### src/gb_glue_pkg.sv
package gb_glue_pkg;

    // ====================
    // Clock divider
    // ====================

    // CPU enable divider width, one pulse every 16 clk_sys cycles
    localparam int ce_div_bits = 4;

    // RTC enable divider width, one pulse every 2048 cycles
    localparam int ce_32k_bits = 11;

    // Divider count at which ce_cpu fires
    localparam logic [ce_div_bits-1:0] ce_cpu_phase = '0;

    // Opposite phase, half a period later
    localparam logic [ce_div_bits-1:0] ce_cpu_n_phase = {1'b1, {(ce_div_bits - 1){1'b0}}};

    // Divider count at which ce_32k fires
    localparam logic [ce_32k_bits-1:0] ce_32k_phase = '0;

    // ====================
    // Bus widths
    // ====================

    // Download byte address from the loader
    localparam int ioctl_addr_w = 25;

    // SDRAM word address
    localparam int sdram_addr_w = 24;

    // Mapper byte address
    localparam int mbc_addr_w = 23;

    // Packed RGB555 pixel, R in the top field
    localparam int rgb555_w = 15;

    // One VGA colour channel
    localparam int vga_chan_w = 8;

    // ====================
    // Download index codes
    // ====================

    // Compared on the low six bits only
    localparam logic [5:0] cart_index_low = 6'h01;

    // These two are compared on all eight bits
    localparam logic [7:0] cart_index_boot = 8'h00;
    localparam logic [7:0] cart_index_alt = 8'h80;

    // ====================
    // Monochrome palette
    // ====================

    localparam logic [vga_chan_w-1:0] shade_white = 8'hff;
    localparam logic [vga_chan_w-1:0] shade_light = 8'haa;
    localparam logic [vga_chan_w-1:0] shade_dark = 8'h55;
    localparam logic [vga_chan_w-1:0] shade_black = 8'h00;

    // LCD controller mode as reported by the PPU
    typedef enum logic [1:0] {
        lcd_hblank     = 2'd0,
        lcd_vblank     = 2'd1,
        lcd_oam_scan   = 2'd2,
        lcd_pixel_xfer = 2'd3
    } lcd_mode_e;

endpackage

### src/clock_enables.sv
module clock_enables
    import gb_glue_pkg::*;
(
    input  logic clk_sys,
    input  logic reset,
    output logic ce_cpu,
    output logic ce_cpu_n,
    output logic ce_cpu2x,
    output logic ce_32k
);

    // Free-running CPU phase counter
    logic [ce_div_bits-1:0] cpu_div;
    logic [ce_div_bits-1:0] cpu_div_next;

    // Slow counter for the RTC tick
    logic [ce_32k_bits-1:0] rtc_div;
    logic [ce_32k_bits-1:0] rtc_div_next;

    // Phase matches on the next count
    logic hit_cpu;
    logic hit_cpu_n;
    logic hit_32k;

    // ====================
    // Divider arithmetic
    // ====================

    assign cpu_div_next = cpu_div + ce_div_bits'(1);
    assign rtc_div_next = rtc_div + ce_32k_bits'(1);

    // Decode from the next value so each enable lands on the
    // same edge as the count it belongs to
    assign hit_cpu = (cpu_div_next == ce_cpu_phase);
    assign hit_cpu_n = (cpu_div_next == ce_cpu_n_phase);
    assign hit_32k = (rtc_div_next == ce_32k_phase);

    // ====================
    // CPU enables
    // ====================

    always_ff @(posedge clk_sys) begin
        if (reset) begin
            cpu_div <= '0;
            ce_cpu <= 1'b0;
            ce_cpu_n <= 1'b0;
            ce_cpu2x <= 1'b0;
        end else begin
            cpu_div <= cpu_div_next;
            // Normal speed, one cycle in sixteen
            ce_cpu <= hit_cpu;
            // Same rate, opposite half of the period
            ce_cpu_n <= hit_cpu_n;
            // Double speed fires on both phases
            ce_cpu2x <= hit_cpu | hit_cpu_n;
        end
    end

    // ====================
    // RTC enable
    // ====================

    always_ff @(posedge clk_sys) begin
        if (reset) begin
            rtc_div <= '0;
            ce_32k <= 1'b0;
        end else begin
            rtc_div <= rtc_div_next;
            // One cycle per wrap of the slow counter
            ce_32k <= hit_32k;
        end
    end

endmodule

### src/gb_glue_top.sv
module gb_glue_top
    import gb_glue_pkg::*;
(
    input  logic                    clk_sys,
    input  logic                    reset,

    // Clock enables for the external core
    output logic                    ce_cpu,
    output logic                    ce_cpu_n,
    output logic                    ce_cpu2x,
    output logic                    ce_32k,

    // ROM download from the loader
    input  logic                    ioctl_download,
    input  logic                    ioctl_wr,
    input  logic [7:0]              ioctl_index,
    input  logic [ioctl_addr_w-1:0] ioctl_addr,
    input  logic [15:0]             ioctl_dout,

    // Mapper requests during play
    input  logic [mbc_addr_w-1:0]   mbc_addr,
    input  logic                    cart_rd,
    input  logic                    cram_rd,

    // SDRAM request and return data
    input  logic [15:0]             sdram_do,
    output logic                    cart_download,
    output logic [sdram_addr_w-1:0] sdram_addr,
    output logic [15:0]             sdram_di,
    output logic [1:0]              sdram_ds,
    output logic                    sdram_oe,
    output logic                    sdram_we,
    output logic [7:0]              rom_byte,

    // LCD stream from the PPU
    input  lcd_mode_e               lcd_mode,
    input  logic [rgb555_w-1:0]     lcd_data,
    input  logic [1:0]              lcd_data_gb,
    input  logic                    lcd_vsync,
    input  logic                    is_gbc_game,

    // VGA out
    output logic [vga_chan_w-1:0]   vga_r,
    output logic [vga_chan_w-1:0]   vga_g,
    output logic [vga_chan_w-1:0]   vga_b,
    output logic                    vga_hs,
    output logic                    vga_vs,
    output logic                    vga_hb,
    output logic                    vga_vb
);

    // ====================
    // Input side
    // ====================

    // CPU and RTC enables, all derived from clk_sys
    clock_enables u_clk_en (
        .clk_sys  (clk_sys),
        .reset    (reset),
        .ce_cpu   (ce_cpu),
        .ce_cpu_n (ce_cpu_n),
        .ce_cpu2x (ce_cpu2x),
        .ce_32k   (ce_32k)
    );

    // ====================
    // ROM port
    // ====================

    // Download or play decides who owns the SDRAM request
    rom_port_mux u_rom_port (
        .ioctl_download (ioctl_download),
        .ioctl_wr       (ioctl_wr),
        .ioctl_index    (ioctl_index),
        .ioctl_addr     (ioctl_addr),
        .ioctl_dout     (ioctl_dout),
        .mbc_addr       (mbc_addr),
        .cart_rd        (cart_rd),
        .cram_rd        (cram_rd),
        .sdram_do       (sdram_do),
        .cart_download  (cart_download),
        .sdram_addr     (sdram_addr),
        .sdram_di       (sdram_di),
        .sdram_ds       (sdram_ds),
        .sdram_oe       (sdram_oe),
        .sdram_we       (sdram_we),
        .rom_byte       (rom_byte)
    );

    // ====================
    // Output side
    // ====================

    // Palette, colour expansion and sync generation
    lcd_to_vga u_lcd_vga (
        .clk_sys     (clk_sys),
        .reset       (reset),
        .lcd_mode    (lcd_mode),
        .lcd_data    (lcd_data),
        .lcd_data_gb (lcd_data_gb),
        .lcd_vsync   (lcd_vsync),
        .is_gbc_game (is_gbc_game),
        .vga_r       (vga_r),
        .vga_g       (vga_g),
        .vga_b       (vga_b),
        .vga_hs      (vga_hs),
        .vga_vs      (vga_vs),
        .vga_hb      (vga_hb),
        .vga_vb      (vga_vb)
    );

endmodule

### src/lcd_to_vga.sv
module lcd_to_vga
    import gb_glue_pkg::*;
(
    input  logic                  clk_sys,
    input  logic                  reset,

    // PPU pixel stream
    input  lcd_mode_e             lcd_mode,
    input  logic [rgb555_w-1:0]   lcd_data,
    input  logic [1:0]            lcd_data_gb,
    input  logic                  lcd_vsync,
    input  logic                  is_gbc_game,

    output logic [vga_chan_w-1:0] vga_r,
    output logic [vga_chan_w-1:0] vga_g,
    output logic [vga_chan_w-1:0] vga_b,
    output logic                  vga_hs,
    output logic                  vga_vs,
    output logic                  vga_hb,
    output logic                  vga_vb
);

    // Grey level for monochrome games
    logic [vga_chan_w-1:0] dmg_grey;

    // Mode decode
    logic in_hblank;
    logic in_vblank;

    // Registered mode history for the HSync edge
    logic last_hblank;
    logic hblank_entry;

    // Widen a 5-bit colour field to 8 bits, top bits fill the LSBs
    function automatic logic [vga_chan_w-1:0] expand5(input logic [4:0] field);
        logic [vga_chan_w-1:0] wide;
        wide = {field, field[4:2]};
        return wide;
    endfunction

    // ====================
    // Palette and colour
    // ====================

    always_comb begin
        case (lcd_data_gb)
            2'd0: dmg_grey = shade_white;
            2'd1: dmg_grey = shade_light;
            2'd2: dmg_grey = shade_dark;
            default: dmg_grey = shade_black;
        endcase
    end

    // Colour games use the RGB555 word, others the grey level
    assign vga_r = is_gbc_game ? expand5(lcd_data[14:10]) : dmg_grey;
    assign vga_g = is_gbc_game ? expand5(lcd_data[9:5]) : dmg_grey;
    assign vga_b = is_gbc_game ? expand5(lcd_data[4:0]) : dmg_grey;

    // ====================
    // Blanking
    // ====================

    always_comb begin
        in_hblank = 1'b0;
        in_vblank = 1'b0;
        case (lcd_mode)
            lcd_hblank: in_hblank = 1'b1;
            lcd_vblank: in_vblank = 1'b1;
            // Active line, no blanking
            lcd_oam_scan,
            lcd_pixel_xfer: ;
            default: ;
        endcase
    end

    assign vga_hb = in_hblank;
    assign vga_vb = in_vblank;

    // LCD vsync is active high, VGA wants it low
    assign vga_vs = ~lcd_vsync;

    // ====================
    // HSync pulse
    // ====================

    // First cycle of HBlank after any other mode
    assign hblank_entry = in_hblank & ~last_hblank;

    always_ff @(posedge clk_sys) begin
        if (reset) begin
            last_hblank <= 1'b0;
            vga_hs <= 1'b1;
        end else begin
            last_hblank <= in_hblank;
            // Active low, one cycle wide
            vga_hs <= ~hblank_entry;
        end
    end

endmodule

### src/rom_port_mux.sv
module rom_port_mux
    import gb_glue_pkg::*;
(
    // Loader side
    input  logic                    ioctl_download,
    input  logic                    ioctl_wr,
    input  logic [7:0]              ioctl_index,
    input  logic [ioctl_addr_w-1:0] ioctl_addr,
    input  logic [15:0]             ioctl_dout,

    // Cartridge side during play
    input  logic [mbc_addr_w-1:0]   mbc_addr,
    input  logic                    cart_rd,
    input  logic                    cram_rd,

    // Read data back from SDRAM
    input  logic [15:0]             sdram_do,

    output logic                    cart_download,
    output logic [sdram_addr_w-1:0] sdram_addr,
    output logic [15:0]             sdram_di,
    output logic [1:0]              sdram_ds,
    output logic                    sdram_oe,
    output logic                    sdram_we,
    output logic [7:0]              rom_byte
);

    // Index decode for the three cartridge image codes
    logic index_is_cart;

    // Word addresses for each source
    logic [sdram_addr_w-1:0] dl_word_addr;
    logic [sdram_addr_w-1:0] play_word_addr;

    // Byte select inside the 16-bit SDRAM word
    logic byte_hi;

    // ====================
    // Download detection
    // ====================

    assign index_is_cart = (ioctl_index[5:0] == cart_index_low)
                         || (ioctl_index == cart_index_boot)
                         || (ioctl_index == cart_index_alt);

    // Only cartridge images are routed to SDRAM
    assign cart_download = ioctl_download & index_is_cart;

    // ====================
    // Address formation
    // ====================

    // Loader gives a byte address, drop bit 0 for the word
    assign dl_word_addr = ioctl_addr[ioctl_addr_w-1:1];

    // Mapper space sits in the lower half of SDRAM
    assign play_word_addr = {{(sdram_addr_w - mbc_addr_w + 1){1'b0}},
                             mbc_addr[mbc_addr_w-1:1]};

    assign byte_hi = mbc_addr[0];

    // ====================
    // SDRAM request
    // ====================

    always_comb begin
        if (cart_download) begin
            // Whole words written straight from the loader
            sdram_addr = dl_word_addr;
            sdram_di = ioctl_dout;
            sdram_ds = 2'b11;
            sdram_oe = 1'b0;
            sdram_we = ioctl_wr;
        end else begin
            // Byte reads on behalf of the mapper
            sdram_addr = play_word_addr;
            sdram_di = '0;
            sdram_ds = {byte_hi, ~byte_hi};
            // Cart RAM reads are served elsewhere
            sdram_oe = cart_rd & ~cram_rd;
            sdram_we = 1'b0;
        end
    end

    // ====================
    // ROM byte return
    // ====================

    // Odd addresses live in the upper byte lane
    assign rom_byte = byte_hi ? sdram_do[15:8] : sdram_do[7:0];

endmodule

### config.mk
export PLATFORM = sky130hd
export DESIGN_NAME = gb_glue_top
export DESIGN_NICKNAME = d
export VERILOG_FILES = /design/src/gb_glue_pkg.sv /design/src/clock_enables.sv /design/src/gb_glue_top.sv /design/src/lcd_to_vga.sv /design/src/rom_port_mux.sv
export SDC_FILE = /design/constraint.sdc
export NUM_CORES = 1
export LEC_CHECK = 0
export BUFFER_PORTS_ARGS = -buffer_cell sky130_fd_sc_hd__buf_2
export CAP_MARGIN = 10
export CORE_AREA = 2 2 77 79
export CTS_BUF_LIST = sky130_fd_sc_hd__clkbuf_2
export DETAILED_ROUTE_END_ITERATION = 12
export DIE_AREA = 0 0 79 81
export PLACE_DENSITY = 0.7
export SYNTH_ARGS = -nofsm -noshare
export SYNTH_HDL_FRONTEND = slang
export SYNTH_SLANG_ARGS = --single-unit
export TNS_END_PERCENT = 1
### constraint.sdc
create_clock -name clk_sys -period 1.85 [get_ports clk_sys]
set_input_delay 0.2775 -clock clk_sys [delete_from_list [all_inputs] [get_ports clk_sys]]
set_output_delay 0.2775 -clock clk_sys [all_outputs]
set_load 0.01 [all_outputs]
==> impl_results.md <==
- Layout Nets: 548
- Worst VDD drop: 0.000193 V
- DRC viols: 0
- Mux contribution to synthesized area: 6.82%
- Die area: 6400 µm²
- Worst Setup End Kind: primary output
- GRT Total Usage: 19.2%
- Post-synthesis xor/xnor area fraction: 5.97%
- Chip Width: 79 µm
- Min-Delay Path Depth: 2
- Setup_tns: 0 ps
- Startpoint types: primary input
- H-tree depth: 1
- Yosys top cell area share: 26.0%
- Placed insts: 501
- Most common cell after layout, fill and taps aside: buf_2
- Worst EP arrival: 1420 ps
- CTS root buffer: clkbuf_2
- Detailed Route WL: 6540 µm
- CTS Buf Count: 3
- Post-synthesis compound-gate area fraction: 4.34%
- Layout Cells excl Fill: 506
- Critical path required time: 1570 ps
- Synthesized Nets: 357
- CTS tree: built
- Initial antenna violation count: 3
- FF-to-FF End: u_clk_en.ce_32k$_SDFF_PP0_
- Simple-Gate Fraction of Synth Area: 48.4%
- Slowest stage delay, CP: 660 ps
- Crit path top cell by count: buf_2
- Largest family of logic cells by synthesized area: simple AND/OR/NAND/NOR gates
- CTS Buffer Depth: 2
- 1st-pass router iterations: 6
- Gr ovfl total: 0
- Vias per cell: 4.42
- First-pass GRT wire length: 9510 µm
- Synth warnings: 0
- Unrepaired setup endpoints after global routing: no
- Wire per inst: 12.9 µm
- Max-cap violations: 0
- Least-Margin Pin Slew: 807 ps
- Vias in the first global route: 1926
- DPL Wire Length: 5680 µm
- Register-to-Register Setup Slack: 210 ps
- Mean Syn Cell Area: 6.73 µm²
- Area Growth Syn to Fin: 66.1%
- P_leak: 1.57 nW
- Post-layout minimum cycle time: 1690 ps
- WHS Endpoint: u_lcd_vga.last_hblank$_SDFF_PP0_
- CP Class: primary input to primary output
- PD cells: 391 nW/µm²
- FF-to-FF Start: u_clk_en.rtc_div[0]$_SDFF_PP0_
- Row count: 28
- Vias post-DR: 2237
- Mapped Cells: 240
- Clock skew: 4.18 ps
- Worst skew pair latency: 300 ps
- Hold path start: lcd_mode[0]
- Netlist Area Pre-Place: 1610 µm²
- Post-CTS Setup Repair Bufs: 0
- Hold WS: 158 ps
- GP Congestion: 0.845
- Post-CTS sizing: 0
- Critical-path cell list: buf_2 > nor2b_1 > nor2_1 > buf_2
- Layout cells sized above 1: 50.9%
- Slew margin rel.: 46.1%
- Sink Count: 21
- HP Class: primary input to register
- Cells taking the most area after synthesis: dfxtp_1, nand2_1, and2_1, nor2_1, nor2b_1
- Status: finished clean
- Largest delay share family, worst path: simple AND/OR/NAND/NOR gates
- Endpoints failing setup: 0
- Final Hold Viols: 0
- Synth Register Bits: 21
- Largest net degree at the start of global routing: 30
- Most area-hungry cell type in the Yosys netlist: dfxtp_1
- CP max-delay cell: nor2b_1
- Adder-Cell Fraction of Synth Area: 1.55%
- Hold buffers post-CTS: 0
- Slew Viols, Final: 0
- Most frequent cells in the layout: buf_2, nand2_1, nor2_1
- CP bufs+invs: 2
- DR iter-0 viols: 103
- Worst r2r path cells: 5
- Initial core utilization: 28.4%
- Remaining antenna violation count after routing: 0
- I/O Pins: 200
- DIE HEIGHT: 81 µm
- Port bufs: 197
- Clk slew on worst S/H paths: 180 ps
- Peak Freq: 0.591 GHz
- Core ar.: 5680 µm²
- Critical path launch point: is_gbc_game
- Period utilisation layout: 91.5%
- Worst-path fanout max: 17
- Sequential share of the synthesized area: 26.0%
- Synth cell types: 32
through the flow:
stage / util, % / power [mW] / area [µm²] / setup slack [ps]
6_report: 47.2 / 1.05 / 2680 / 157
5_1_grt: 47.2 / 1.12 / 2680 / 60.8
4_1_cts: 47.2 / 1.06 / 2680 / 150
3_5_place_dp: 46.8 / 0.874 / 2660 / 150
3_3_place_gp: 46.8 / 0.868 / 2660 / 165
2_1_floorplan: - / 0.648 / 1610 / 284
final cells by class:
cell class              instances  area, µm²
diodes                          1       2.50
clock buffers                   4       20.0
fillers                       637       2990
inverters                       9       33.8
multi-input cells             195       1080
flip-flops and latches         21        420
well taps                      75       93.8
repair buffers                201       1030
synth_stat cells:
library cell  number
nand2_1           72
nor2_1            31
dfxtp_1           21
and2_1            20
nor2b_1           15
clkbuf_1           8
inv_1              8
mux2_2             8
xor2_1             8
a21oi_1            6
nor3_1             5
buf_2              4
nand3_1            4
and4_1             3
nand2b_1           3
nand4_1            3
xnor2_1            3
buf_6              2
ha_1               2
mux2i_1            2
a21o_2             1
a311oi_2           1
a31oi_1            1
and4_4             1
clkbuf_2           1
inv_2              1
nand4b_1           1
nor3b_1            1
nor4_1             1
nor4b_1            1
nor4b_4            1
o21ba_2            1
layer usage:
layer,share of wire (%),track usage (%),vias to the layer above
li1,-,-,1140
met1,42,24.6,997
met2,48,31.7,88
met3,9.3,6.22,8
met4,0.70,4.48,4
met5,0.37,0,-
where the power goes:
part / total [mW] / internal, mW / leakage [nW] / switching, mW
registers: 0.475 / 0.466 / 0.171 / 0.00947
logic: 0.388 / 0.200 / 1.39 / 0.188
clock network: 0.184 / 0.0573 / 0.0166 / 0.127
total: 1.05 / 0.724 / 1.57 / 0.324
how the worst max path moves through the flow:
| stage | slack [ps] | cells past startpoint | endpoint |
|---|---|---|---|
| after floorplan | 280 | 6 | sdram_addr[13] |
| after global placement | 160 | 7 | sdram_addr[21] |
| after detailed placement | 150 | 7 | sdram_addr[21] |
| after CTS | 150 | 7 | sdram_addr[21] |
| after global routing | 60 | 7 | sdram_di[3] |
| final | 160 | 4 | vga_b[2] |
flip-flops by register name, indices dropped and copies added (netlist names):
signal,cells
u_clk_en.rtc_div,11
u_clk_en.cpu_div,4
u_clk_en.ce_32k,1
u_clk_en.ce_cpu,1
u_clk_en.ce_cpu2x,1
u_clk_en.ce_cpu_n,1
u_lcd_vga.last_hblank,1
u_lcd_vga.vga_hs,1
logic make-up after synthesis:
group                    Yosys count
AND/OR/NAND/NOR                  162
buffers and inverters             24
flip-flops                        21
XOR/XNOR                          11
AO/OA/AOI/OAI                     10
multiplexers                      10
adder cells (fa/ha/maj)            2
No activity file was read; power rests on OpenSTA's default activity.
